## src/verilog/wb_defines.svh

```systemverilog
// width, depth and machine CSR address macros, included by the RTL and the bench
`ifndef WB_DEFINES_SVH
`define WB_DEFINES_SVH

// datapath widths
`define WORD_WD      64
`define PC_WD        64
`define INST_WD      32

// register file addressing
`define GPR_ADDR_WD  5
`define CSR_ADDR_WD  12

// data RAM word address, 256 words of WORD_WD bits
`define DRAM_AW      8

// machine CSR addresses
`define CSR_MSTATUS  12'h300
`define CSR_MTVEC    12'h305
`define CSR_MEPC     12'h341
`define CSR_MCAUSE   12'h342

`endif

```

## src/verilog/wb_pkg.sv

```systemverilog
// stage payload structs and memory-op encodings shared by the back-end pipeline modules
`include "wb_defines.svh"

package wb_pkg;

  typedef enum logic [1:0] {
    MEM_NONE  = 2'd0,
    MEM_LOAD  = 2'd1,
    MEM_STORE = 2'd2
  } mem_op_e;

  // access size, log2 of the byte count
  typedef enum logic [1:0] {
    SIZE_B = 2'd0,
    SIZE_H = 2'd1,
    SIZE_W = 2'd2,
    SIZE_D = 2'd3
  } mem_size_e;

  typedef struct packed {
    logic [`PC_WD-1:0]       pc;
    logic [`INST_WD-1:0]     inst;
    logic                    gpr_wen;
    logic [`GPR_ADDR_WD-1:0] rd;
    // address for loads and stores
    logic [`WORD_WD-1:0]     alu_result;
    mem_op_e                 mem_op;
    mem_size_e               mem_size;
    logic                    load_unsigned;
    logic [`WORD_WD-1:0]     store_data;
    logic                    csr_wen;
    logic [`CSR_ADDR_WD-1:0] csr_addr;
    logic [`WORD_WD-1:0]     csr_result;
  } ex_to_ms_t;

  typedef struct packed {
    logic [`PC_WD-1:0]       pc;
    logic [`INST_WD-1:0]     inst;
    logic                    gpr_wen;
    logic [`GPR_ADDR_WD-1:0] rd;
    logic [`WORD_WD-1:0]     gpr_final_result;
    logic                    csr_wen;
    logic [`CSR_ADDR_WD-1:0] csr_addr;
    logic [`WORD_WD-1:0]     csr_final_result;
  } ms_to_ws_t;

  typedef struct packed {
    logic                    gpr_wen;
    logic [`GPR_ADDR_WD-1:0] gpr_waddr;
    logic [`WORD_WD-1:0]     gpr_wdata;
    logic                    csr_wen;
    logic [`CSR_ADDR_WD-1:0] csr_waddr;
    logic [`WORD_WD-1:0]     csr_wdata;
  } ws_to_rf_t;

endpackage

```

## src/verilog/gpr_file.sv

```systemverilog
// integer register file, x0 hardwired to zero, written from the write-back bus
`include "wb_defines.svh"

module gpr_file (
  input  logic                    i_clk,
  input  logic                    i_arst_n,
  input  wb_pkg::ws_to_rf_t       i_ws_to_rf_bus,
  input  logic [`GPR_ADDR_WD-1:0] i_raddr,
  output logic [`WORD_WD-1:0]     o_rdata
);

  localparam int NREGS = 1 << `GPR_ADDR_WD;

  // no storage behind x0
  logic [`WORD_WD-1:0] gpr_q [1:NREGS-1];

  always_ff @(posedge i_clk or negedge i_arst_n) begin
    if (!i_arst_n) begin
      for (int i = 1; i < NREGS; i++) begin
        gpr_q[i] <= '0;
      end
    end else if (i_ws_to_rf_bus.gpr_wen && (i_ws_to_rf_bus.gpr_waddr != '0)) begin
      gpr_q[i_ws_to_rf_bus.gpr_waddr] <= i_ws_to_rf_bus.gpr_wdata;
    end
  end

  assign o_rdata = (i_raddr == '0) ? '0 : gpr_q[i_raddr];

endmodule

```

## config.mk

```make
export PLATFORM = sky130hd
export DESIGN_NAME = gpr_file
export DESIGN_NICKNAME = d
export VERILOG_FILES = /design/src/verilog/wb_pkg.sv /design/src/verilog/gpr_file.sv
export VERILOG_INCLUDE_DIRS = /design/src /design/src/verilog
export SDC_FILE = /design/constraint.sdc
export NUM_CORES = 2
export LEC_CHECK = 0
export BUFFER_PORTS_ARGS = -buffer_cell sky130_fd_sc_hd__buf_2
export CORE_MARGIN = 1.5
export CORE_UTILIZATION = 60
export CTS_CLUSTER_DIAMETER = 100
export DETAILED_ROUTE_END_ITERATION = 6
export GPL_ROUTABILITY_DRIVEN = 0
export GPL_TIMING_DRIVEN = 0
export MAX_ROUTING_LAYER = met4
export PLACE_DENSITY_LB_ADDON = 0.08
export SYNTH_ARGS = -nofsm -noshare
export SYNTH_HDL_FRONTEND = slang
export SYNTH_SLANG_ARGS = --single-unit
```

## constraint.sdc

```tcl
create_clock -name i_clk -period 3.1 [get_ports i_clk]
set_input_delay 0.62 -clock i_clk [delete_from_list [all_inputs] [get_ports i_clk]]
set_output_delay 0.62 -clock i_clk [all_outputs]
set_load 0.01 [all_outputs]
```

==> metrics.txt <==
root buf cell clkbuf_16; drt via density 6.376; power consumption 70.43 mW; Initial DRC Count 4,158; CTS tree built; largest net degree at the start of global routing 165; TritonCTS Buffers 204; total congestion overflow 0; Slew @ Worst Pin 1461 ps; power per cell area 673.1 nW/um^2; DR WL/cell 29.66 um; commonest non-fill, non-tap cell in the layout mux2_2; residual DRC count 0; Mean Syn Cell Area 14.46 um^2; All-Layer GR Usage 0.3574; Final period util 1.017; Peak VDD IR 594.9 uV; DRT Pass-1 Iters 5; Setup violations, final 8; Ys Warns 0; Synth area leader dfrtp_1; Hold WC Path Type in -> async; hold_ws -29.52 ps; post-route cell area 104,600 um^2; Register-to-Register Setup Slack 2300 ps; P&R area growth vs syn 15.69%; RSZ-0062 raised after global routing yes; post-DP HPWL 178,600 um; Setup CP Type in -> out; largest fanout on the critical path 10; die area 153,100 um^2; Synth Area in XOR/XNOR 0; clock sinks 1,984; H-tree depth 4; r2r endpoint gpr_q[535]; I/O Pins 218; CP Launch Type input pin; status finished, violations left; Pleak 47.81 nW; Max Cap Violations 0; post-synthesis compound-gate area fraction 0.03895; WL final 262,100 um; most frequent cells in the layout mux2_2 (2,029), dfrtp_1 (1,984), mux2i_1 (636); largest registers gpr_q x1984; first-pass GRT wire length 390,000 um; Port Buf Inserts 135; antenna-violating nets left 0; vias in the first global route 58,680; Mapped Cells 6,256; synth unique cells 34; synth top area cells dfrtp_1 (55%), mux2_2 (25%), mux2i_1 (7.1%); register bit total from synthesis 1,984; Rel. slew slack 0.02515; Top reg by flops gpr_q; ys async rst share 1.000; placed inst area 94,110 um^2; failing checks negative hold slack, negative setup slack; Rows 142; post-synthesis simple-gate area fraction 0.02061; final setup margin -51.26 ps; Longest Clk Path Bufs 3; max reg flops 1,984; largest family of logic cells by synthesized area multiplexers; reg-to-reg startpoint gpr_q[535]; Post-synth EDFFs 0; Highest Clock Rate 0.3173 GHz; vias 56,340; initial antenna violation count 30; die extent in x 391.3 um; core area 149,800 um^2; Worst EP arrival 2530 ps; Post-Synth Adder-Cell Area 0; net count after synthesis 6,410; Die Ht 391.3 um; Syn Std Cell Area 90,460 um^2; Reg clk slew, reported paths 60 ps; Skew-Pair Late Insertion Delay 830 ps; worst endpoint required time 2480 ps; share of post-route cells with drive strength above 1 0.4959; post-synthesis sequential area ratio 0.5489; Final Slew Violations 0; fin crit period 3151 ps; prevailing post-synth register cell dfrtp_1; worst clock skew 0 ps; Starting Density 0.6039; Worst setup EP type output port; mux contribution to synthesized area 0.3576; # nets final 6,787; Final Hold Viols 5; r2r worst-path depth 1; Synth top area share 0.5489
## metal layers
layer,GRT usage,routed length (um),vias up,part of all wire
li1,-,-,23870,-
met1,0.4839,111300,30250,0.42
met2,0.5440,122500,1726,0.47
met3,0.05783,17060,491,0.065
met4,0.1408,11140,0,0.043
met5,-,0,-,0
## synth_stat cells (10+ instances only)
| cell type | instances |
|---|---|
| buf_6 | 16 |
| a211oi_1 | 64 |
| clkbuf_1 | 306 |
| buf_2 | 185 |
| buf_4 | 94 |
| buf_1 | 27 |
| nor2_2 | 10 |
| a221o_1 | 64 |
| mux2_1 | 19 |
| a21oi_1 | 64 |
| nor3_1 | 128 |
| mux2i_1 | 640 |
| dfrtp_1 | 1984 |
| nor4_1 | 64 |
| mux4_2 | 128 |
| mux2_2 | 2029 |
| o22ai_1 | 256 |
| nor2b_1 | 69 |
| a22oi_1 | 64 |
## worst max path at each step
stage                            from           to  slack, ps  cells after the start
after floorplan            i_raddr[1]  o_rdata[24]        380                      6
after global placement       i_arst_n  gpr_q[1141]     -41680                      1
after detailed placement     i_arst_n  gpr_q[1266]      -1870                      7
after CTS                 gpr_q[1121]  o_rdata[33]        -80                      5
after global routing       i_raddr[2]  o_rdata[54]        -50                      9
final                      i_raddr[0]   o_rdata[6]        -50                      9
## area by class of cell
| cell class | count | area [um^2] |
|---|---|---|
| Antenna cell | 20 | 50.05 |
| Sequential cell | 1984 | 49650 |
| Timing Repair Buffer | 175 | 1572 |
| Buffer | 625 | 4394 |
| Clock buffer | 316 | 6141 |
| Tap cell | 2016 | 2522 |
| Clock inverter | 57 | 696.9 |
| Multi-Input combinational cell | 3643 | 39620 |
| Fill cell | 10310 | 45130 |
## repair_timing
action / CTS / global route
endpoints found under the hold margin: 63 / 0
buffers inserted: 9 / 0
endpoints found under the setup margin: 567 / 57
resized for setup: 672 / 152
hold buffers: 7 / 0
pin swaps: 54 / 47
cloned: 7 / 0
## report_power, final
part	internal [mW]	switching, mW
Clock	14.5	10.5
Combinational	6.56	5.37
Sequential	30.9	2.56
Total	52.0	18.4
## critical path, stage by stage
cell	delay [ps]
buf_6	170
buf_12	180
buf_12	240
buf_12	200
mux2i_1	250
o22ai_1	110
nor3_1	420
nor4_2	160
buf_2	170
## stage by stage
step	utilization	setup TNS, ps	instances	setup slack (ps)
6_report	0.6987	-171.3	8836	-51.26
5_1_grt	0.6986	-174.9	8831	-54.63
4_1_cts	0.6944	-256.7	8817	-76.71
3_5_place_dp	0.6284	-1147710	8424	-1871
3_3_place_gp	0.6253	-	8407	-41680
2_1_floorplan	-	0	6256	381.9
## cells by family (layout without fill, tap and decap cells)
family / count (synthesis) / after routing
buf+inv: 629 / 1173
compound gates: 512 / 512
simple gates: 315 / 315
mux: 2816 / 2816
other cells: 0 / 20
flops: 1984 / 1984
No activity file was read; power rests on OpenSTA's default activity.
