File: src/verilog/wb_defines.svh
// width, depth and machine CSR address macros, included by the RTL and the bench
`ifndef WB_DEFINES_SVH
`define WB_DEFINES_SVH

// datapath widths
`define WORD_WD      64
`define PC_WD        64
`define INST_WD      32

// register file addressing
`define GPR_ADDR_WD  5
`define CSR_ADDR_WD  12

// data RAM word address, 256 words of WORD_WD bits
`define DRAM_AW      8

// machine CSR addresses
`define CSR_MSTATUS  12'h300
`define CSR_MTVEC    12'h305
`define CSR_MEPC     12'h341
`define CSR_MCAUSE   12'h342

`endif

File: src/verilog/wb_pkg.sv
// stage payload structs and memory-op encodings shared by the back-end pipeline modules
`include "wb_defines.svh"

package wb_pkg;

  typedef enum logic [1:0] {
    MEM_NONE  = 2'd0,
    MEM_LOAD  = 2'd1,
    MEM_STORE = 2'd2
  } mem_op_e;

  // access size, log2 of the byte count
  typedef enum logic [1:0] {
    SIZE_B = 2'd0,
    SIZE_H = 2'd1,
    SIZE_W = 2'd2,
    SIZE_D = 2'd3
  } mem_size_e;

  typedef struct packed {
    logic [`PC_WD-1:0]       pc;
    logic [`INST_WD-1:0]     inst;
    logic                    gpr_wen;
    logic [`GPR_ADDR_WD-1:0] rd;
    // address for loads and stores
    logic [`WORD_WD-1:0]     alu_result;
    mem_op_e                 mem_op;
    mem_size_e               mem_size;
    logic                    load_unsigned;
    logic [`WORD_WD-1:0]     store_data;
    logic                    csr_wen;
    logic [`CSR_ADDR_WD-1:0] csr_addr;
    logic [`WORD_WD-1:0]     csr_result;
  } ex_to_ms_t;

  typedef struct packed {
    logic [`PC_WD-1:0]       pc;
    logic [`INST_WD-1:0]     inst;
    logic                    gpr_wen;
    logic [`GPR_ADDR_WD-1:0] rd;
    logic [`WORD_WD-1:0]     gpr_final_result;
    logic                    csr_wen;
    logic [`CSR_ADDR_WD-1:0] csr_addr;
    logic [`WORD_WD-1:0]     csr_final_result;
  } ms_to_ws_t;

  typedef struct packed {
    logic                    gpr_wen;
    logic [`GPR_ADDR_WD-1:0] gpr_waddr;
    logic [`WORD_WD-1:0]     gpr_wdata;
    logic                    csr_wen;
    logic [`CSR_ADDR_WD-1:0] csr_waddr;
    logic [`WORD_WD-1:0]     csr_wdata;
  } ws_to_rf_t;

endpackage

File: src/verilog/csr_file.sv
// machine CSRs (mstatus, mtvec, mepc, mcause) written from write-back, read by decode
`include "wb_defines.svh"

module csr_file (
  input  logic                    i_clk,
  input  logic                    i_arst_n,
  input  wb_pkg::ws_to_rf_t       i_ws_to_rf_bus,
  input  logic [`CSR_ADDR_WD-1:0] i_raddr,
  output logic [`WORD_WD-1:0]     o_rdata
);

  logic [`WORD_WD-1:0] mstatus_q;
  logic [`WORD_WD-1:0] mtvec_q;
  logic [`WORD_WD-1:0] mepc_q;
  logic [`WORD_WD-1:0] mcause_q;

  always_ff @(posedge i_clk or negedge i_arst_n) begin
    if (!i_arst_n) begin
      mstatus_q <= '0;
      mtvec_q   <= '0;
      mepc_q    <= '0;
      mcause_q  <= '0;
    end else if (i_ws_to_rf_bus.csr_wen) begin
      case (i_ws_to_rf_bus.csr_waddr)
        `CSR_MSTATUS: mstatus_q <= i_ws_to_rf_bus.csr_wdata;
        `CSR_MTVEC:   mtvec_q   <= i_ws_to_rf_bus.csr_wdata;
        `CSR_MEPC:    mepc_q    <= i_ws_to_rf_bus.csr_wdata;
        `CSR_MCAUSE:  mcause_q  <= i_ws_to_rf_bus.csr_wdata;
        // unimplemented address, write dropped
        default: ;
      endcase
    end
  end

  always_comb begin
    case (i_raddr)
      `CSR_MSTATUS: o_rdata = mstatus_q;
      `CSR_MTVEC:   o_rdata = mtvec_q;
      `CSR_MEPC:    o_rdata = mepc_q;
      `CSR_MCAUSE:  o_rdata = mcause_q;
      default:      o_rdata = '0;
    endcase
  end

endmodule

File: config.mk
export PLATFORM = sky130hd
export DESIGN_NAME = csr_file
export DESIGN_NICKNAME = d
export VERILOG_FILES = /design/src/verilog/wb_pkg.sv /design/src/verilog/csr_file.sv
export VERILOG_INCLUDE_DIRS = /design/src /design/src/verilog
export SDC_FILE = /design/constraint.sdc
export NUM_CORES = 1
export LEC_CHECK = 0
export BUFFER_PORTS_ARGS = -buffer_cell sky130_fd_sc_hd__buf_4
export CAP_MARGIN = 10
export CELL_PAD_IN_SITES_DETAIL_PLACEMENT = 1
export CELL_PAD_IN_SITES_GLOBAL_PLACEMENT = 1
export CORE_ASPECT_RATIO = 0.5
export CORE_MARGIN = 2
export CORE_UTILIZATION = 35
export CTS_BUF_LIST = sky130_fd_sc_hd__clkbuf_8
export DETAILED_ROUTE_END_ITERATION = 12
export GPL_TIMING_DRIVEN = 0
export PLACE_DENSITY_LB_ADDON = 0.1
export SLEW_MARGIN = 15
export SYNTH_ARGS = -nofsm -noshare
export SYNTH_HDL_FRONTEND = slang
export SYNTH_SLANG_ARGS = --single-unit
export TNS_END_PERCENT = 1
File: constraint.sdc
create_clock -name i_clk -period 3.5 [get_ports i_clk]
set_input_delay 0.35 -clock i_clk [delete_from_list [all_inputs] [get_ports i_clk]]
set_output_delay 0.35 -clock i_clk [all_outputs]
set_load 0.05 [all_outputs]
==> flow_summary.json <==
{
  "status": "finished, violations left",
  "failed_checks": "DRC",
  "final_area_um2": 16000,
  "finalWirelength_mm": 42.6,
  "cp-end-kind": "output pin",
  "dp_hpwl_mm": 27.6,
  "synth_seq_cells": 256,
  "power_density_nw_per_um2": 390,
  "seq_area_um2": 6410,
  "grt_pass1_vias": 10800,
  "mostFrequentLayoutCell": "dfrtp_1",
  "numPortBuffers": 152,
  "track_usage_pct": 22.3,
  "synthesis.area_um2": 12900,
  "avgSynthCellArea_um2": 12.0,
  "final.setup.worst_slack_ns": 0.204,
  "fin_nets": 1474,
  "die_width_um": 276,
  "post_drt_wl_per_cell_um": 23.3,
  "crit_fanout": 10,
  "post_cts_resized": 0,
  "gp_congestion": 0.761,
  "drt_first_iter_violations": 466,
  "synthCells": 1078,
  "worstMarginPinSlew_ns": 1.13,
  "rsz0062_at_grt": "false",
  "clock.fmax_ghz": 0.303,
  "syn-num-nets": 1239,
  "whs_ns": 0.0295,
  "fin_skew_ns": 0,
  "clock_path_buffers": 3,
  "postPlaceCellArea_um2": 14800,
  "die_h_um": 140,
  "cp.required_ns": 3.15,
  "finalSetupViolCount": 0,
  "synth_top_area_share_pct": 49.6,
  "clkTransAtPathRegs_ns": 0.06,
  "mostFrequentLayoutCells": "dfrtp_1 (256), mux2_2 (191), buf_4 (151), o21ai_0 (128), and3b_1 (128)",
  "seq_area_frac_synth_pct": 49.6,
  "cap_violations": 0,
  "peakVddDrop_v": 0.000193,
  "yosys_warnings": 0,
  "cts.sinks": 256,
  "dr.pass1.iters": 9,
  "finalHoldViolCount": 0,
  "antenna_found_initial": 1,
  "fillers": 3889,
  "arrival_ns": 2.95,
  "vias_per_cell": 5.35,
  "grt_start_max_net_pins": 93,
  "period_minus_slack_ns": 3.30,
  "grt_overflow_total": 0,
  "multi_input_area_um2": 6030,
  "area_delta_synth_final_pct": 23.6,
  "max_slew_margin_pct": 24.3,
  "ant_nets": 0,
  "initial_core_util_pct": 35.7,
  "drc": 4,
  "cts_buffers": 43,
  "min_path_type": "input port to flip-flop",
  "cts_tree": "built",
  "rows": 49,
  "drv_slew": 0,
  "drive_above_1_share_pct": 32.7,
  "synth_area_leaders": "dfrtp_1 (50%), mux2_2 (17%), and3b_1 (8.7%)",
  "p_leak_nw": 8.27,
  "dp_slack_ns": 0.232,
  "htree_num_levels": 2,
  "fp.coreArea_um2": 36200,
  "grt_pass1_wl_mm": 65.6,
  "diodes": 0,
  "die_area_um2": 38600,
  "synth.distinct_cells": 22,
  "finalCritPeriodShare_pct": 94.2,
  "synth_top_area_cell": "dfrtp_1",
  "cts_root_buf": "clkbuf_8",
  "critical_path_class": "input port to output pin",
  "ioPinCount": 225,
  "clock_latency_ns": 0.56,
  "vias": 9778,
  "finalCoreUtilization_pct": 44.1,
  "startpoint_type": "input port"
}
-- Yosys cell counts (all sizes together) --
| master | number |
|---|---|
| nand2 | 2 |
| buf | 25 |
| o21ai | 128 |
| or3b | 2 |
| a21oi | 64 |
| nor4b | 2 |
| or2 | 1 |
| and3 | 64 |
| nor2b | 1 |
| nand3b | 1 |
| nand4bb | 1 |
| nor2 | 1 |
| clkbuf | 76 |
| or3 | 1 |
| nor4 | 4 |
| and3b | 128 |
| nor3b | 64 |
| dfrtp | 256 |
| or4b | 1 |
| mux2 | 256 |
-- logic make-up after synthesis --
family	count (synthesis)	share of synthesized area, %
and+or+nand+nor	273	16.9
buffers and inverters	101	3.76
muxes	256	22.3
AOI/OAI and AO/OA	192	7.44
DFF	256	49.6
-- sequential cells by signal (all words and copies together), names as in the netlist --
name,cells
mtvec_q,64
mepc_q,64
mstatus_q,64
mcause_q,64
-- per-stage QoR --
step | instances | power, mW | setup TNS, ns
2_1_floorplan | 1078 | 3.15 | 0
3_3_place_gp | 1714 | 3.42 | -33.35
3_5_place_dp | 1718 | 3.44 | 0
4_1_cts | 1829 | 6.31 | 0
5_1_grt | 1829 | 6.47 | 0
6_report | 1829 | 6.23 | 0
-- worst max-delay path, cell delays in order --
cell	delay, ns
clkbuf_1	0.33
nor2_1	0.98
clkbuf_1	0.54
o21ai_0	0.22
a21oi_1	0.27
buf_4	0.25
-- final timing paths --
| check | slack [ns] | depth (start not counted) | to | startpoint |
|---|---|---|---|---|
| worst max-delay path | 0.20 | 6 | o_rdata[5] | i_raddr[1] |
| worst min-delay path | 0.03 | 2 | mcause_q[44]$_DFFE_PN0P_ | i_ws_to_rf_bus[44] |
| worst max register to register | 2.69 | 1 | mcause_q[43]$_DFFE_PN0P_ | mcause_q[43]$_DFFE_PN0P_ |
| worst min register to register | 0.48 | 1 | mcause_q[46]$_DFFE_PN0P_ | mcause_q[46]$_DFFE_PN0P_ |
| max in group asynchronous | 1.80 | 4 | mcause_q[25]$_DFFE_PN0P_ | i_arst_n |
| min in group asynchronous | 0.36 | 2 | mcause_q[50]$_DFFE_PN0P_ | i_arst_n |
-- power breakdown --
part	internal [mW]	switching, mW
sequential	2.97	0.00593
combinational	0.149	0.286
clock	1.49	1.32
total	4.61	1.61
-- metal layers --
| layer | GRT usage [%] | part of all wire [%] |
|---|---|---|
| met5 | 0 | 0 |
| met4 | 5.35 | 1.8 |
| met3 | 4.28 | 3.9 |
| met2 | 36.8 | 48 |
| met1 | 30.1 | 46 |
-- what timing repair did --
item,in CTS,in global routing
hold buffers,34,0
buffers inserted,0,0
endpoints found under the setup margin,0,0
endpoints found under the hold margin,139,0
-- area by class of cell --
cell class / instances / share of cell area, %
timing repair buffer: 190 / 9.86
tap: 484 / 3.79
clock buffer: 52 / 4.48
clock inverter: 25 / 0.964
sequential: 256 / 40.1
buffer: 101 / 3.04
multi-input combinational: 721 / 37.7
(Power assumes the default switching activity.)
