## src/verilog/wb_defines.svh

```systemverilog
// width, depth and machine CSR address macros, included by the RTL and the bench
`ifndef WB_DEFINES_SVH
`define WB_DEFINES_SVH

// datapath widths
`define WORD_WD      64
`define PC_WD        64
`define INST_WD      32

// register file addressing
`define GPR_ADDR_WD  5
`define CSR_ADDR_WD  12

// data RAM word address, 256 words of WORD_WD bits
`define DRAM_AW      8

// machine CSR addresses
`define CSR_MSTATUS  12'h300
`define CSR_MTVEC    12'h305
`define CSR_MEPC     12'h341
`define CSR_MCAUSE   12'h342

`endif

```

## src/verilog/wb_pkg.sv

```systemverilog
// stage payload structs and memory-op encodings shared by the back-end pipeline modules
`include "wb_defines.svh"

package wb_pkg;

  typedef enum logic [1:0] {
    MEM_NONE  = 2'd0,
    MEM_LOAD  = 2'd1,
    MEM_STORE = 2'd2
  } mem_op_e;

  // access size, log2 of the byte count
  typedef enum logic [1:0] {
    SIZE_B = 2'd0,
    SIZE_H = 2'd1,
    SIZE_W = 2'd2,
    SIZE_D = 2'd3
  } mem_size_e;

  typedef struct packed {
    logic [`PC_WD-1:0]       pc;
    logic [`INST_WD-1:0]     inst;
    logic                    gpr_wen;
    logic [`GPR_ADDR_WD-1:0] rd;
    // address for loads and stores
    logic [`WORD_WD-1:0]     alu_result;
    mem_op_e                 mem_op;
    mem_size_e               mem_size;
    logic                    load_unsigned;
    logic [`WORD_WD-1:0]     store_data;
    logic                    csr_wen;
    logic [`CSR_ADDR_WD-1:0] csr_addr;
    logic [`WORD_WD-1:0]     csr_result;
  } ex_to_ms_t;

  typedef struct packed {
    logic [`PC_WD-1:0]       pc;
    logic [`INST_WD-1:0]     inst;
    logic                    gpr_wen;
    logic [`GPR_ADDR_WD-1:0] rd;
    logic [`WORD_WD-1:0]     gpr_final_result;
    logic                    csr_wen;
    logic [`CSR_ADDR_WD-1:0] csr_addr;
    logic [`WORD_WD-1:0]     csr_final_result;
  } ms_to_ws_t;

  typedef struct packed {
    logic                    gpr_wen;
    logic [`GPR_ADDR_WD-1:0] gpr_waddr;
    logic [`WORD_WD-1:0]     gpr_wdata;
    logic                    csr_wen;
    logic [`CSR_ADDR_WD-1:0] csr_waddr;
    logic [`WORD_WD-1:0]     csr_wdata;
  } ws_to_rf_t;

endpackage

```

## src/verilog/wb_stage.sv

```systemverilog
// write-back stage; turns the memory payload into the register-file write bus and retire trace
`include "wb_defines.svh"

module wb_stage (
  input  logic                     i_clk,
  input  logic                     i_arst_n,
  output logic                     o_ws_allowin,
  input  logic                     i_ms_to_ws_valid,
  input  wb_pkg::ms_to_ws_t        i_ms_to_ws_bus,
  output wb_pkg::ws_to_rf_t        o_ws_to_rf_bus,
  output logic [`GPR_ADDR_WD-1:0]  o_ws_to_ds_gpr_rd,
  output logic [`CSR_ADDR_WD-1:0]  o_ws_to_ds_csr_rd,
  output logic                     o_retire_valid,
  output logic [`PC_WD-1:0]        o_retire_pc,
  output logic [`INST_WD-1:0]      o_retire_inst
);
  import wb_pkg::*;

  logic      ws_valid;
  logic      ws_ready_go;
  ms_to_ws_t ws_bus_r;

  assign ws_ready_go  = 1'b1;
  assign o_ws_allowin = !ws_valid || ws_ready_go;

  always_ff @(posedge i_clk or negedge i_arst_n) begin
    if (!i_arst_n) begin
      ws_valid <= 1'b0;
    end else if (o_ws_allowin) begin
      ws_valid <= i_ms_to_ws_valid;
    end
  end

  always_ff @(posedge i_clk) begin
    if (i_ms_to_ws_valid && o_ws_allowin) begin
      ws_bus_r <= i_ms_to_ws_bus;
    end
  end

  // enables qualified by valid so a bubble never writes
  always_comb begin
    o_ws_to_rf_bus.gpr_wen   = ws_valid && ws_bus_r.gpr_wen;
    o_ws_to_rf_bus.gpr_waddr = ws_bus_r.rd;
    o_ws_to_rf_bus.gpr_wdata = ws_bus_r.gpr_final_result;
    o_ws_to_rf_bus.csr_wen   = ws_valid && ws_bus_r.csr_wen;
    o_ws_to_rf_bus.csr_waddr = ws_bus_r.csr_addr;
    o_ws_to_rf_bus.csr_wdata = ws_bus_r.csr_final_result;
  end

  assign o_ws_to_ds_gpr_rd = (ws_valid && ws_bus_r.gpr_wen) ? ws_bus_r.rd : '0;
  assign o_ws_to_ds_csr_rd = (ws_valid && ws_bus_r.csr_wen) ? ws_bus_r.csr_addr : '0;

  // retire trace
  assign o_retire_valid = ws_valid;
  assign o_retire_pc    = ws_bus_r.pc;
  assign o_retire_inst  = ws_bus_r.inst;

  // any register write must trace back to a handoff from mem on the previous edge
  a_wen_needs_item: assert property (@(posedge i_clk) disable iff (!i_arst_n)
    (o_ws_to_rf_bus.gpr_wen || o_ws_to_rf_bus.csr_wen)
      |-> $past(i_ms_to_ws_valid && o_ws_allowin));

endmodule

```

## config.mk

```make
export PLATFORM = sky130hd
export DESIGN_NAME = wb_stage
export DESIGN_NICKNAME = d
export VERILOG_FILES = /design/src/verilog/wb_pkg.sv /design/src/verilog/wb_stage.sv
export VERILOG_INCLUDE_DIRS = /design/src /design/src/verilog
export SDC_FILE = /design/constraint.sdc
export NUM_CORES = 1
export LEC_CHECK = 0
export BUFFER_PORTS_ARGS = -buffer_cell sky130_fd_sc_hd__buf_4
export CAP_MARGIN = 20
export CORE_AREA = 10 10 192 194
export CTS_BUF_LIST = sky130_fd_sc_hd__clkbuf_8
export DETAILED_ROUTE_END_ITERATION = 10
export DIE_AREA = 0 0 202 204
export PLACE_DENSITY_LB_ADDON = 0.25
export SLEW_MARGIN = 10
export SYNTH_ARGS = -nofsm -noshare
export SYNTH_HDL_FRONTEND = slang
export SYNTH_SLANG_ARGS = --single-unit
```

## constraint.sdc

```tcl
create_clock -name i_clk -period 1.1 [get_ports i_clk]
set_input_delay 0.33 -clock i_clk [delete_from_list [all_inputs] [get_ports i_clk]]
set_output_delay 0.33 -clock i_clk [all_outputs]
set_load 0.02 [all_outputs]
```

==> flow_metrics.tcl <==
set metrics [dict create \
    period_minus_slack_ns 1.82 \
    worst_path_max_delay_cell "dfrtp_4" \
    p_leak_nw 6.95 \
    htreeDepth 2 \
    cts_tree "built" \
    fill_cells 2707 \
    synth_cells 508 \
    drt_first_pass_iters 4 \
    finalCritPeriodShare_pct 166 \
    rsz0062_at_grt "yes" \
    peakVddDrop_v 0.000982 \
    grt-ovfl-total 0 \
    gp_congestion 0.762 \
    drtIter0Drc 174 \
    ys_seq_area_share_pct 78.8 \
    grt_pass1_wl_um 45300 \
    hold_class "input port to asynchronous set/reset pin" \
    routed-wl-met3_um 3110 \
    synth_edf_count 243 \
    fin_util_pct 50.1 \
    synth.largest_area_cell "edfxtp_1" \
    wirelength_um 31100 \
    crit_chain "buf_12 -> and3_4 -> buf_6" \
    antenna_found_initial 1 \
    yosys-top-cells-area "edfxtp_1 79%, buf_4 20%, and3_2 0.73%, and3_1 0.54%, dfrtp_1 0.27%" \
    syn-cell-area_mm2 0.00929 \
    worstSetupStartpoint "o_retire_valid" \
    start_util_pct 28.1 \
    synth_flop_cell "edfxtp_1" \
    cpPeakStageDelay_ns 0.52 \
    fin_ws_ns -0.721 \
    nets 1347 \
    finalSetupViolCount 261 \
    power-per-cell-area_mw_per_mm2 1440 \
    ios 508 \
    synthTopCellsByCount "243 x edfxtp_1, 242 x buf_4, 9 x and3_2" \
    status "complete, but fails checks" \
    yosysMostFrequentCell "edfxtp_1" \
    core_area_mm2 0.0331 \
    fp-row-count 67 \
    vias_per_cell 3.83 \
    dp_hpwl_um 22800 \
    die_h_um 204 \
    crit_end "o_ws_to_ds_csr_rd[5]" \
    synthArstFlopShare_pct 0.410 \
    clk_pin_slew_ns 0.05 \
    crit_type "flop to output port" \
    die_area_mm2 0.0412 \
    dr.max_layer_used "met4" \
    grt_pass1_vias 7088 \
    synth_warnings 0 \
    cts-buffers-inserted 44 \
    slew_viol_final 0 \
    wl_per_cell_um 19.8 \
    ant_nets 0 \
    holdWs_ns 0.124 \
    route.detailed.drc 0 \
    max_cap_viol_count 0 \
    start_kind "flop" \
    cts-root-buf "clkbuf_8" \
    critPathArrivalTime_ns 1.49 \
    drive_above_1_share_pct 54.8 \
    grt_max_degree 23 \
    syn_area_per_cell_um2 18.3 \
    required_ns 0.77 \
    failed_checks "setup timing" \
    area_delta_synth_final_pct 78.5 \
    hold_viol 0 \
    die_w_um 202 \
    clock_path_buffers 3 \
    via_count 6029 \
    fmax_ghz 0.549 \
    setup.worst_path.end_class "output port" \
    wl_met1_um 10600 \
    grt_use_total_pct 14.6 \
    yosysTopAreaCellShare_pct 78.5 \
    wl_met2_um 16600 \
    synthDistinctLibCells 9 \
    portBuffers 506 \
    synth-seq-cells 244 \
    syn-num-nets 754 \
    cts_sinks 244 \
    place_ws_ns -0.242 \
    cp_max_fo 10 \
]
-- registers in the layout (all words and copies together), names as in the netlist --
name / count
o_retire_inst: 32
o_retire_pc: 64
o_retire_valid: 1
o_ws_to_rf_bus: 145
ws_bus_r: 2
-- how the worst min path moves through the flow --
| stage | startpoint | end | cells after the start |
|---|---|---|---|
| final | i_arst_n | o_retire_valid | 2 |
| after global routing | i_arst_n | o_retire_valid | 2 |
| after CTS | i_ms_to_ws_valid | o_retire_pc[8] | 2 |
| after detailed placement | i_arst_n | o_retire_valid | 1 |
| after global placement | i_arst_n | o_retire_valid | 1 |
| after floorplan | i_arst_n | o_retire_valid | 0 |
-- cells by family (layout without fill, tap and decap cells) --
logic type | after synthesis | count (layout) | synth area share [%]
other | 1 | 2 | 0.0404
AND/OR/NAND/NOR | 19 | 19 | 1.43
flip-flops | 244 | 244 | 78.8
buffers and inverters | 244 | 861 | 19.7
-- metrics by stage --
| stage | power (mW) | instance area [um^2] | std cells | setup TNS [ns] |
|---|---|---|---|---|
| 3_5_place_dp | 14.9 | 12300 | 1255 | -6.54 |
| 5_1_grt | 25.0 | 16600 | 1574 | -105.75 |
| 3_3_place_gp | 14.9 | 12300 | 1255 | -5.72 |
| 4_1_cts | 24.3 | 16600 | 1573 | -101.36 |
| 2_1_floorplan | 13.4 | 9340 | 508 | -0.475 |
| 6_report | 23.9 | 16600 | 1574 | -87.68 |
-- repair_timing --
action                                  CTS  global route
gates resized for setup                 275             1
pin swaps                                 0             0
endpoints found under the setup margin  261           261
hold endpoints to repair                244             0
hold buffers                            244             0
buffers inserted                          4             0
-- area by class of cell --
class	instances	area (um^2)	share of cell area, %
clock buffer	47	647	3.90
clock inverter	23	139	0.837
tap	448	561	3.38
antenna	1	2.50	0.0151
multi-input combinational	20	213	1.28
sequential	244	7330	44.2
timing repair buffer	791	7700	46.4
-- layout by cell type, fill, tap and decap left out --
cell,synthesis,routed
edfxtp_1,243,243
conb_1,1,1
bufinv_16,0,2
and2_4,0,2
clkbuf_8,0,47
diode_2,0,1
and3_4,0,17
dlygate4sd3_1,0,244
buf_6,1,264
inv_1,0,11
clkinv_1,0,10
buf_8,0,1
buf_4,242,270
buf_12,0,12
dfrtp_4,0,1
-- per-layer routing --
| layer | vias up | track usage (%) |
|---|---|---|
| met4 | 0 | 5.21 |
| met5 | - | 0 |
| met3 | 50 | 6.47 |
| li1 | 2756 | - |
| met2 | 330 | 26.5 |
| met1 | 2893 | 14.5 |
-- report_power, final --
group	switching, mW	leakage, nW	internal (mW)
sequential	0.379	2.39	11.1
clock	3.52	0.440	4.33
combinational	1.97	4.12	2.64
total	5.86	6.95	18.1
-- worst max-delay path: cells and delay by family, from the launching register on --
family / cells / cell delay, ns
and+or+nand+nor: 1 / 0.15
buffers and inverters: 2 / 0.29
DFF: 1 / 0.52
No activity file was read; power rests on OpenSTA's default activity.
