## config.mk

```make
export PLATFORM = sky130hd
export DESIGN_NAME = mem_stage
export DESIGN_NICKNAME = d
export VERILOG_FILES = /design/src/verilog/wb_pkg.sv /design/src/verilog/mem_stage.sv
export VERILOG_INCLUDE_DIRS = /design/src /design/src/verilog
export SDC_FILE = /design/constraint.sdc
export NUM_CORES = 1
export LEC_CHECK = 0
export ABC_AREA = 1
export BUFFER_PORTS_ARGS = -buffer_cell sky130_fd_sc_hd__buf_2
export CAP_MARGIN = 25
export CORE_AREA = 8 8 276 278
export DETAILED_ROUTE_END_ITERATION = 16
export DIE_AREA = 0 0 284 286
export GPL_TIMING_DRIVEN = 0
export PLACE_DENSITY = 0.51
export SYNTH_ARGS = -nofsm -noshare
export SYNTH_HDL_FRONTEND = slang
export SYNTH_SLANG_ARGS = --single-unit
```

## constraint.sdc

```tcl
create_clock -name i_clk -period 27.2 [get_ports i_clk]
set_input_delay 5.44 -clock i_clk [delete_from_list [all_inputs] [get_ports i_clk]]
set_output_delay 5.44 -clock i_clk [all_outputs]
set_load 0.02 [all_outputs]
```

## src/verilog/wb_defines.svh

```systemverilog
// width, depth and machine CSR address macros, included by the RTL and the bench
`ifndef WB_DEFINES_SVH
`define WB_DEFINES_SVH

// datapath widths
`define WORD_WD      64
`define PC_WD        64
`define INST_WD      32

// register file addressing
`define GPR_ADDR_WD  5
`define CSR_ADDR_WD  12

// data RAM word address, 256 words of WORD_WD bits
`define DRAM_AW      8

// machine CSR addresses
`define CSR_MSTATUS  12'h300
`define CSR_MTVEC    12'h305
`define CSR_MEPC     12'h341
`define CSR_MCAUSE   12'h342

`endif

```

## src/verilog/wb_pkg.sv

```systemverilog
// stage payload structs and memory-op encodings shared by the back-end pipeline modules
`include "wb_defines.svh"

package wb_pkg;

  typedef enum logic [1:0] {
    MEM_NONE  = 2'd0,
    MEM_LOAD  = 2'd1,
    MEM_STORE = 2'd2
  } mem_op_e;

  // access size, log2 of the byte count
  typedef enum logic [1:0] {
    SIZE_B = 2'd0,
    SIZE_H = 2'd1,
    SIZE_W = 2'd2,
    SIZE_D = 2'd3
  } mem_size_e;

  typedef struct packed {
    logic [`PC_WD-1:0]       pc;
    logic [`INST_WD-1:0]     inst;
    logic                    gpr_wen;
    logic [`GPR_ADDR_WD-1:0] rd;
    // address for loads and stores
    logic [`WORD_WD-1:0]     alu_result;
    mem_op_e                 mem_op;
    mem_size_e               mem_size;
    logic                    load_unsigned;
    logic [`WORD_WD-1:0]     store_data;
    logic                    csr_wen;
    logic [`CSR_ADDR_WD-1:0] csr_addr;
    logic [`WORD_WD-1:0]     csr_result;
  } ex_to_ms_t;

  typedef struct packed {
    logic [`PC_WD-1:0]       pc;
    logic [`INST_WD-1:0]     inst;
    logic                    gpr_wen;
    logic [`GPR_ADDR_WD-1:0] rd;
    logic [`WORD_WD-1:0]     gpr_final_result;
    logic                    csr_wen;
    logic [`CSR_ADDR_WD-1:0] csr_addr;
    logic [`WORD_WD-1:0]     csr_final_result;
  } ms_to_ws_t;

  typedef struct packed {
    logic                    gpr_wen;
    logic [`GPR_ADDR_WD-1:0] gpr_waddr;
    logic [`WORD_WD-1:0]     gpr_wdata;
    logic                    csr_wen;
    logic [`CSR_ADDR_WD-1:0] csr_waddr;
    logic [`WORD_WD-1:0]     csr_wdata;
  } ws_to_rf_t;

endpackage

```

## src/verilog/mem_stage.sv

```systemverilog
// memory-access stage; registers the execute payload, drives the data RAM and aligns loads
`include "wb_defines.svh"

module mem_stage (
  input  logic                     i_clk,
  input  logic                     i_arst_n,
  input  logic                     i_ex_to_ms_valid,
  input  wb_pkg::ex_to_ms_t        i_ex_to_ms_bus,
  output logic                     o_ms_allowin,
  input  logic                     i_ws_allowin,
  output logic                     o_ms_to_ws_valid,
  output wb_pkg::ms_to_ws_t        o_ms_to_ws_bus,
  output logic [`DRAM_AW-1:0]      o_dram_addr,
  output logic                     o_dram_wen,
  output logic [`WORD_WD/8-1:0]    o_dram_wstrb,
  output logic [`WORD_WD-1:0]      o_dram_wdata,
  input  logic [`WORD_WD-1:0]      i_dram_rdata,
  output logic [`GPR_ADDR_WD-1:0]  o_ms_to_ds_gpr_rd,
  output logic [`CSR_ADDR_WD-1:0]  o_ms_to_ds_csr_rd
);
  import wb_pkg::*;

  logic                  ms_valid;
  logic                  ms_ready_go;
  ex_to_ms_t             ms_bus_r;
  logic [2:0]            byte_off;
  logic [5:0]            bit_off;
  logic [`WORD_WD/8-1:0] size_strb;
  logic [2:0]            align_mask;
  logic [`WORD_WD-1:0]   load_shifted;
  logic [`WORD_WD-1:0]   load_result;
  logic                  load_sign;

  assign ms_ready_go      = 1'b1;
  assign o_ms_allowin     = !ms_valid || (ms_ready_go && i_ws_allowin);
  assign o_ms_to_ws_valid = ms_valid && ms_ready_go;

  always_ff @(posedge i_clk or negedge i_arst_n) begin
    if (!i_arst_n) begin
      ms_valid <= 1'b0;
    end else if (o_ms_allowin) begin
      ms_valid <= i_ex_to_ms_valid;
    end
  end

  always_ff @(posedge i_clk) begin
    if (i_ex_to_ms_valid && o_ms_allowin) begin
      ms_bus_r <= i_ex_to_ms_bus;
    end
  end

  assign byte_off = ms_bus_r.alu_result[2:0];
  assign bit_off  = {byte_off, 3'b000};

  always_comb begin
    size_strb  = 8'hff;
    align_mask = 3'b111;
    case (ms_bus_r.mem_size)
      SIZE_B: begin
        size_strb  = 8'h01;
        align_mask = 3'b000;
      end
      SIZE_H: begin
        size_strb  = 8'h03;
        align_mask = 3'b001;
      end
      SIZE_W: begin
        size_strb  = 8'h0f;
        align_mask = 3'b011;
      end
      default: begin
        size_strb  = 8'hff;
        align_mask = 3'b111;
      end
    endcase
  end

  // store path, data moved into its byte lanes
  assign o_dram_addr  = ms_bus_r.alu_result[`DRAM_AW+2:3];
  assign o_dram_wen   = ms_valid && (ms_bus_r.mem_op == MEM_STORE);
  assign o_dram_wstrb = size_strb << byte_off;
  assign o_dram_wdata = ms_bus_r.store_data << bit_off;

  // load path
  assign load_shifted = i_dram_rdata >> bit_off;

  always_comb begin
    load_sign   = 1'b0;
    load_result = load_shifted;
    case (ms_bus_r.mem_size)
      SIZE_B: begin
        load_sign   = load_shifted[7] && !ms_bus_r.load_unsigned;
        load_result = {{(`WORD_WD-8){load_sign}}, load_shifted[7:0]};
      end
      SIZE_H: begin
        load_sign   = load_shifted[15] && !ms_bus_r.load_unsigned;
        load_result = {{(`WORD_WD-16){load_sign}}, load_shifted[15:0]};
      end
      SIZE_W: begin
        load_sign   = load_shifted[31] && !ms_bus_r.load_unsigned;
        load_result = {{(`WORD_WD-32){load_sign}}, load_shifted[31:0]};
      end
      default: begin
        load_sign   = 1'b0;
        load_result = load_shifted;
      end
    endcase
  end

  always_comb begin
    o_ms_to_ws_bus.pc               = ms_bus_r.pc;
    o_ms_to_ws_bus.inst             = ms_bus_r.inst;
    o_ms_to_ws_bus.gpr_wen          = ms_bus_r.gpr_wen;
    o_ms_to_ws_bus.rd               = ms_bus_r.rd;
    o_ms_to_ws_bus.gpr_final_result = (ms_bus_r.mem_op == MEM_LOAD) ? load_result
                                                                    : ms_bus_r.alu_result;
    o_ms_to_ws_bus.csr_wen          = ms_bus_r.csr_wen;
    o_ms_to_ws_bus.csr_addr         = ms_bus_r.csr_addr;
    o_ms_to_ws_bus.csr_final_result = ms_bus_r.csr_result;
  end

  // destinations for decode's hazard check
  assign o_ms_to_ds_gpr_rd = (ms_valid && ms_bus_r.gpr_wen) ? ms_bus_r.rd : '0;
  assign o_ms_to_ds_csr_rd = (ms_valid && ms_bus_r.csr_wen) ? ms_bus_r.csr_addr : '0;

  // execute only issues naturally aligned accesses
  a_aligned_access: assert property (@(posedge i_clk) disable iff (!i_arst_n)
    (ms_valid && ms_bus_r.mem_op != MEM_NONE) |-> ((byte_off & align_mask) == 3'b000));

endmodule

```

==> results.md, run 1 <==
* Power per cell area at 62.8 nW/µm²
* Most frequent cells in the layout: buf_2, edfxtp_1, nand2_1, nor2_1, buf_4
* Number of setup buffers added after CTS at 0
* Routed vias at 14352
* Total power draw at about 1.4 mW
* DRT antenna net count at 0
* Syn Inst Count at ~1500
* Via/cell ratio at between 4 and 5
* CTS sink cnt at 313
* Initial antenna violation count at 35
* Sequential share of power at 0.416
* Die X at between 200 and 300 µm
* Largest net degree at the start of global routing at 31
* Clock Power Share at 0.398
* Worst hold slack at 790 ps
* Core Area at 72100 µm²
* Clk Latency, worst-skew pair at about 550 ps
* Final Cycle Share at 0.470
* Worst Skew at between 30 and 40 ps
* Worst-path fanout max at 10
* Switch Pwr at ~0.40 mW
* Root Buffer: clkbuf_16
* Setup ws final at around 14000 ps
* Critical Path RT at roughly 22000 ps
* First-pass GRT wire length at 109 mm
* DRT iter0 DRCs at 1431
* Sw frac at 0.288
* Pre-CTS setup slack at roughly 14000 ps
* CTS tree: yes
* PortBufs at 722
* Fin nets at 2669
* Synth Area per Inst at just over 10 µm²
* Routability cong. at between 0.9 and 1
* Commonest non-fill, non-tap cell in the layout: buf_2
* Congestion Overflow GR at 0
* Crit. End Element: output pin
* Gates resized, CTS repair at 0
* Yosys cell types at 31
* Hold buffers post-CTS at 0
* Synthesized cell area at about 15000 µm²
* H-Tree Depth at 2
* DR pass1 iterations at 6
* Fillers at between 7000 and 8000
* Slew HR at 0.414
* Share of post-route cells with drive strength above 1 at 0.451
* Total Wirelength at ~80 mm
* CTS Buf Count at 40
* Synth warn at 0
* Die Y at 286 µm
* Period minus WS final at around 13000 ps
* DP HPWL at around 66 mm
* Final Hold Viols at 0
* # setup viols final at 0
* Clock buffer depth at 3
* Measured slew at the worst slew-check pin at slightly below 900 ps
* Layout area overhead at 41.9%
* Total global-route track usage at 0.185
* Final core utilization at 0.305
* Worst Path Class, Setup: input pin to output pin
* Logic pwr share at 0.186
* Row cnt at between 90 and 100
* VDD IR-drop max at 0.0549 mV
* IO Pins at 723
* Initial Util at 0.215
* Max-cap violations at 0
* Status: complete, no violations
* #FFs+latches synth at about 310
* RSZ-0062 raised after global routing: no
* Peak Freq at between 70 and 80 MHz
* Post-DR wirelength/cell at between 20 and 25 µm
* Syn nets at roughly 1900
* Die area at a little over 80000 µm²
* Lkg Pwr at about 9.9 nW
* Sequential area share after synthesis at 0.607
* CP startpoint kind: input pin
* Critical path arrival at roughly 7300 ps
* Min-Delay Path Class: flip-flop to flip-flop
* DRC Markers at 0
* Slew Viols, Final at 0
* P_int at between 0.9 and 1 mW
* Vias in the first global route at approximately 14000
* Aggregate negative setup slack at 0 ps
* Clk slew on worst S/H paths at 60 ps
-- area by class of cell --
cell class / instances / area, µm² / area share
flip-flops and latches: 313 / 9390 / 0.428
well taps: 959 / 1200 / 0.0546
plain buffers: 267 / 1840 / 0.0836
clock buffers: 51 / 1110 / 0.0507
multi-input cells: 854 / 3970 / 0.181
diodes: 11 / 27.5 / 0.00125
inverters: 78 / 293 / 0.0133
repair buffers: 735 / 3910 / 0.178
clock inverters: 17 / 223 / 0.0101
-- Yosys cell counts --
cell      number  area share
nand4_1        2     0.00081
nor2_1       194       0.047
buf_4        192       0.093
edfxtp_1     312        0.61
a21oi_2        6      0.0034
nand3_4        3      0.0034
a31oi_1       10      0.0040
a21oi_1       35       0.011
o22ai_1       13      0.0053
buf_1         12      0.0029
o31ai_1        7      0.0034
o21ai_1        2     0.00065
buf_2         24      0.0078
nand3_1      110       0.036
nand2_2        3      0.0012
nor2_8         1      0.0013
and2_1         2     0.00081
dfrtp_1        1      0.0016
o21ai_0      124       0.040
inv_2          3     0.00073
nand3_2        1     0.00065
nand2_1      298       0.072
o311ai_0       1     0.00057
mux2i_1       25       0.016
inv_1         74       0.018
clkbuf_1      28      0.0068
o211ai_1      11      0.0053
buf_6         11      0.0080
clkinv_1       1     0.00024
or2_2          4      0.0016
nor2_2         2     0.00081
-- flip-flops by register name, summed over array words and instances (netlist names) --
signal            count
o_dram_addr           8
bit_off               3
ms_bus_r            122
o_ms_to_ws_valid      1
o_ms_to_ws_bus      179
-- worst max-delay path, cell delays in order --
cell and delay, ps:
buf_2 150, nand2_1 80, nand3_1 120, nand3_1 130, nand2_2 130, nand2_1 70, nand2_2 100, nand3_4 170
buf_6 230, a21oi_1 440, buf_2 270
-- power groups by stage --
stage                     sequential [mW]  clock, mW  combinational [mW]
after floorplan                     0.596          0               0.136
after global routing                0.576      0.582               0.273
after CTS                           0.574      0.567               0.258
final                               0.574      0.549               0.257
after global placement              0.610          0               0.249
after detailed placement            0.584          0               0.257
-- cell families (layout without fill, tap and decap cells) --
kind of cell           count (synthesis)  count (layout)  share of synthesized area
buffers and inverters                345            1148                      0.137
AO/OA/AOI/OAI                        209             209                     0.0740
flip-flops                           313             313                      0.607
multiplexers                          25              25                     0.0162
other                                  0              11                          0
AND/OR/NAND/NOR                      620             620                      0.165
-- path summary, 6_finish.rpt --
path	to	slack, ps	startpoint	depth (start not counted)
min in group asynchronous	o_ms_to_ws_valid	4680	i_arst_n	1
worst min register to register	o_ms_to_ws_valid	790	o_ms_to_ws_valid	2
worst max register to register	ms_bus_r[117]	24730	o_ms_to_ws_valid	5
worst max-delay path	o_ms_to_ws_bus[99]	14420	i_dram_rdata[63]	11
max in group asynchronous	o_ms_to_ws_valid	22400	i_arst_n	1
worst min-delay path	o_ms_to_ws_valid	790	o_ms_to_ws_valid	2
-- metal layers --
metal  vias to the layer above  share of wire  track usage
met1                      6740           0.38        0.214
met3                       163           0.10       0.0636
met5                         -         0.0018            0
met2                       893           0.49        0.320
met4                        22          0.035       0.0574
li1                       6534              -            -
-- per-stage QoR --
step | instance area [µm²] | std cells
after floorplan | 15500 | 1512
after global placement | 20300 | 3193
after detailed placement | 20600 | 3206
after CTS | 21900 | 3274
after global routing | 22000 | 3279
final | 22000 | 3285
(Power assumes the default switching activity.)
==> run 2: changes to the inputs <==
Clock period 27.2 ns to 12.7 ns, I/O delays scaled along.
==> run 2 against run 1 <==
Net effect:
- first-iteration DRC count shrank 24%
- via count fell by 2.0%
- worst setup slack got worse by 8600 ps
- global-route usage down 0.46 points
- register-to-register slack got worse by 15000 ps
- clock skew shrank 13 ps
- clock power up 110%
- highest routed layer unchanged
- count of clock-buffer cells in the layout decreased by 1
- critical endpoint is now o_ms_to_ws_bus[115]
- largest cell class unchanged
==> results.md, run 2 (synthesized netlist as in run 1, its figures left out) <==
* Final Cycle Share at 0.544
* Critical path arrival at between 4000 and 5000 ps
* Inst Count DP at between 3000 and 4000
* Largest net degree at the start of global routing at 31
* Post-DR wirelength/cell at about 24 µm
* Pre-CTS setup slack at about 5800 ps
* Die X at 284 µm
* IO Pins at a little over 700
* Routed vias at 14070
* Critical Path RT at between 10000 and 15000 ps
* Power per cell area at roughly 130 nW/µm²
* Share of post-route cells with drive strength above 1 at 0.450
* Die Y at 286 µm
* PortBufs at 722
* DRT antenna net count at 0
* Commonest non-fill, non-tap cell in the layout: buf_2
* Worst Skew at 21.6 ps
* Slew HR at 0.417
* Hold buffers post-CTS at 0
* Critical Path Slowest Stage Cell: o21ai_0
* Via/cell ratio at 4.27
* DRC Markers at 0
* Routability cong. at between 0.9 and 1
* Row cnt at 99
* Layout area overhead at 41.7%
* Crit. End Element: output pin
* Worst Path Class, Setup: input pin to output pin
* Worst-path cell chain: buf_2 -> inv_1 -> o21ai_0 -> o21ai_0 -> o21ai_0 -> nor2_1 -> nor2_1 -> buf_2
* Placed Instance Area at approximately 21000 µm²
* Most common cell on crit path: o21ai_0
* Clk Latency, worst-skew pair at 560 ps
* Gates resized, CTS repair at 0
* Status: complete, no violations
* Setup ws final at ~5800 ps
* Initial Util at 0.215
* Fin area at 21900 µm²
* Total Wirelength at approximately 80 mm
* CP max stage delay at between 600 and 700 ps
* Clk slew on worst S/H paths at 50 ps
* Period minus WS final at between 6000 and 7000 ps
* Core Area at about 72000 µm²
* Most frequent cells in the layout: buf_2, edfxtp_1, nand2_1, nor2_1, buf_4
* Congestion Overflow GR at 0
* Lkg Pwr at just under 10 nW
* Number of flip-flops in the largest register at roughly 180
* DP HPWL at 65.0 mm
* CTS Buf Count at roughly 40
* Vias in the first global route at about 14000
* Slew Viols, Final at 0
* DR pass1 iterations at 7
* RSZ-0062 raised after global routing: no
* H-Tree Depth at 2
* Worst-path fanout max at 3
* Number of setup buffers added after CTS at 0
* Root Buffer: clkbuf_16
* Min-Delay Path Class: flip-flop to flip-flop
* Total global-route track usage at 0.180
* First-pass GRT wire length at ~110 mm
* Fin nets at roughly 2700
* # setup viols final at 0
* Post-route non-filler standard cell count at approximately 3300
* CTS tree: yes
* DRT iter0 DRCs at 1084
* Measured slew at the worst slew-check pin at slightly below 900 ps
* Peak Freq at between 100 and 150 MHz
* Max-cap violations at 0
* Die area at 81200 µm²
* Fillers at ~7700
* Initial antenna violation count at 29
* Final Hold Viols at 0
* CTS sink cnt at between 300 and 400
* VDD IR-drop max at 0.105 mV
* CP startpoint kind: input pin
* Clock buffer depth at 3
-- run 2: final timing paths --
kind	start	to	slack [ps]	cells after the start
max	i_dram_rdata[62]	o_ms_to_ws_bus[115]	5790	8
min	o_ms_to_ws_valid	o_ms_to_ws_valid	840	2
max reg2reg	o_ms_to_ws_valid	ms_bus_r[106]	10130	7
min reg2reg	o_ms_to_ws_valid	o_ms_to_ws_valid	840	2
max in group asynchronous	i_arst_n	o_ms_to_ws_valid	10840	1
min in group asynchronous	i_arst_n	o_ms_to_ws_valid	1770	1
-- run 2: power breakdown --
part | total, mW | switching [mW] | internal [mW]
combinational | 0.545 | 0.353 | 0.192
sequential | 1.23 | 0.0218 | 1.21
clock | 1.16 | 0.470 | 0.694
-- run 2: per-stage QoR --
step	hold slack, ps	setup TNS [ps]	total power [mW]	utilization
detailed placement	859	0	1.80	0.285
global placement	825	-1366950	1.81	0.282
floorplan	821	0	1.55	-
finish	839	0	2.94	0.304
global route	875	0	3.05	0.304
CTS	871	0	2.98	0.304
-- run 2: metal layers --
layer	part of all wire	global-route usage	wire length [µm]
met1	0.38	0.207	29200
met2	0.49	0.315	38200
met3	0.10	0.0638	7970
met4	0.030	0.0544	2320
met5	0.0017	0	135
-- run 2: cell type report --
class | count | area (µm²) | area share
antenna | 11 | 27.5 | 0.00125
buffer | 267 | 1840 | 0.0837
clock buffer | 50 | 1090 | 0.0497
clock inverter | 25 | 240 | 0.0110
inverter | 78 | 293 | 0.0133
multi-input combinational | 854 | 3970 | 0.181
sequential | 313 | 9390 | 0.428
tap | 959 | 1200 | 0.0547
timing repair buffer | 735 | 3890 | 0.177
-- run 2: worst max-delay path, delay by kind of cell --
kind	cells	cell delay (ps)
compound gates	3	1130
buf+inv	3	390
simple gates	2	310
==> run 3: changes to the inputs <==
Clock period 12.7 ns to 7.04 ns, I/O delays scaled along.
==> run 3 against run 2 <==
Net effect:
- worst setup slack got worse by 3900 ps
- global-route usage grew 0.45 points
- combinational power increased by 80%
- flip-flop and latch count unchanged
- largest power group unchanged
- clock power up 80%
- via count is 0.77% higher
- first-iteration DRC count is 2.3% higher
- critical path type is now flip-flop to output pin
==> results.md, run 3 (synthesized netlist as in run 1, its figures left out) <==
* Logic pwr share at 0.186
* Post-DR wirelength/cell at around 24 µm
* First-pass GRT wire length at about 110 mm
* Worst Skew at between 20 and 30 ps
* Worst Path Class, Setup: flip-flop to output pin
* Power per cell area at approximately 240 nW/µm²
* Max-cap violations at 0
* # setup viols final at 0
* Final Hold Viols at 0
* H-Tree Depth at 2
* DRT iter0 DRCs at about 1100
* DRC Markers at 0
* Row cnt at slightly below 100
* Reg2reg end: bit_off[3]
* Peak Freq at slightly below 200 MHz
* Fin nets at approximately 2700
* DRT antenna net count at 0
* Sw frac at 0.296
* Share of post-route cells with drive strength above 1 at 0.451
* Placed Instance Area at 20600 µm²
* P_int at roughly 3.7 mW
* Fin area at between 20000 and 25000 µm²
* Hold buffers post-CTS at 0
* Critical path arrival at approximately 3700 ps
* Switch Pwr at between 1.5 and 2 mW
* Largest net degree at the start of global routing at 31
* PortBufs at 722
* CTS tree: yes
* Worst-path fanout max at 10
* Clock Power Share at 0.395
* Most frequent cells in the layout: buf_2, edfxtp_1, nand2_1, nor2_1, buf_4
* Root Buffer: clkbuf_16
* Congestion Overflow GR at 0
* Final Cycle Share at 0.725
* RSZ-0062 raised after global routing: no
* Routed vias at between 10000 and 15000
* Crit. End Element: output pin
* Clk slew on worst S/H paths at approximately 60 ps
* Critical R2R Launch: o_ms_to_ws_valid
* Period minus WS final at just over 5000 ps
* Number of flip-flops in the largest register at 179
* Routability cong. at about 0.96
* Post-route non-filler standard cell count at 3297
* Slew Viols, Final at 0
* Gates resized, CTS repair at 0
* Via/cell ratio at ~4.3
* Slew HR at 0.380
* CP startpoint kind: flip-flop
* Status: complete, no violations
* DR pass1 iterations at 5
* Cells on worst reg2reg path at 6
* Die area at between 80000 and 90000 µm²
* IO Pins at slightly above 700
* Total Wirelength at between 70 and 80 mm
* Core Area at 72100 µm²
* Number of setup buffers added after CTS at 0
* Total global-route track usage at 0.185
* Measured slew at the worst slew-check pin at just over 900 ps
* VDD IR-drop max at roughly 0.18 mV
* Initial antenna violation count at 45
* DP HPWL at approximately 66 mm
* Die X at roughly 280 µm
* Min-Delay Path Class: input pin to async pin
* CTS sink cnt at 313
* FF-to-FF setup slack at ~4400 ps
* CTS Buf Count at 40
* Clock buffer depth at 3
* Vias in the first global route at around 14000
* Inst Count DP at roughly 3200
* Lkg Pwr at 9.90 nW
* Critical Path RT at 5630 ps
* Die Y at 286 µm
* Initial Util at 0.215
* Clk Latency, worst-skew pair at ~560 ps
* Worst Setup SP: ms_bus_r[145]
* Layout area overhead at 41.6%
* Commonest non-fill, non-tap cell in the layout: buf_2
* Sequential share of power at 0.419
[run 3: cell count changes in the layout (fill, tap and decap cells not counted), sizes merged]
| cell | before | now |
|---|---|---|
| clkbuf | 78 | 80 |
| clkinvlp | 0 | 2 |
| bufinv | 4 | 3 |
| inv | 82 | 83 |
| buf | 974 | 973 |
| clkinv | 17 | 11 |
| diode | 11 | 19 |
[run 3: stage by stage]
step	total power [mW]	setup WS [ps]	utilization	TNS [ps]	hold slack, ps
after floorplan	2.78	21.8	-	0	843
after global placement	3.25	-2790	0.282	-857650	866
after detailed placement	3.24	2390	0.285	0	868
after CTS	5.38	1810	0.303	0	556
after global routing	5.50	1590	0.304	0	564
final	5.29	1930	0.304	0	612
[run 3: cell type report]
class / instances / area, µm²
Antenna cell: 19 / 47.5
Fill cell: 7770 / 50200
Sequential cell: 313 / 9390
Timing Repair Buffer: 734 / 3860
Multi-Input combinational cell: 854 / 3970
Inverter: 78 / 293
Clock buffer: 52 / 1070
Clock inverter: 21 / 254
Buffer: 267 / 1840
Tap cell: 959 / 1200
[run 3: worst max-delay path, stage by stage, from the launching register on]
cell and delay, ps:
edfxtp_1 390, nor2_1 500, clkbuf_1 720, nand2_1 150, inv_1 270, o21ai_0 120
o21ai_0 430, a21oi_1 290, buf_2 240
[run 3: worst max-delay path by stage]
stage	slack, ps	end	cells after the start
floorplan	20	bit_off[3]	2
global placement	-2790	bit_off[3]	3
detailed placement	2390	o_ms_to_ws_bus[99]	11
CTS	1810	o_ms_to_ws_bus[99]	8
global route	1590	o_ms_to_ws_bus[99]	8
finish	1930	o_ms_to_ws_bus[99]	8
[run 3: metal layers]
layer  GRT usage  vias to the layer above  share of wire
met5           0                        -         0.0017
met4      0.0642                       22          0.032
met3      0.0611                      150          0.096
met2       0.319                      791           0.49
met1       0.214                     6670           0.38
li1            -                     6545              -
[run 3: power by group through the flow]
stage	Sequential [mW]	Combinational (mW)	Clock, mW
2_1_floorplan	2.26	0.524	0
3_5_place_dp	2.26	0.986	0
5_1_grt	2.23	1.05	2.23
4_1_cts	2.22	0.990	2.17
3_3_place_gp	2.29	0.963	0
6_report	2.22	0.982	2.09
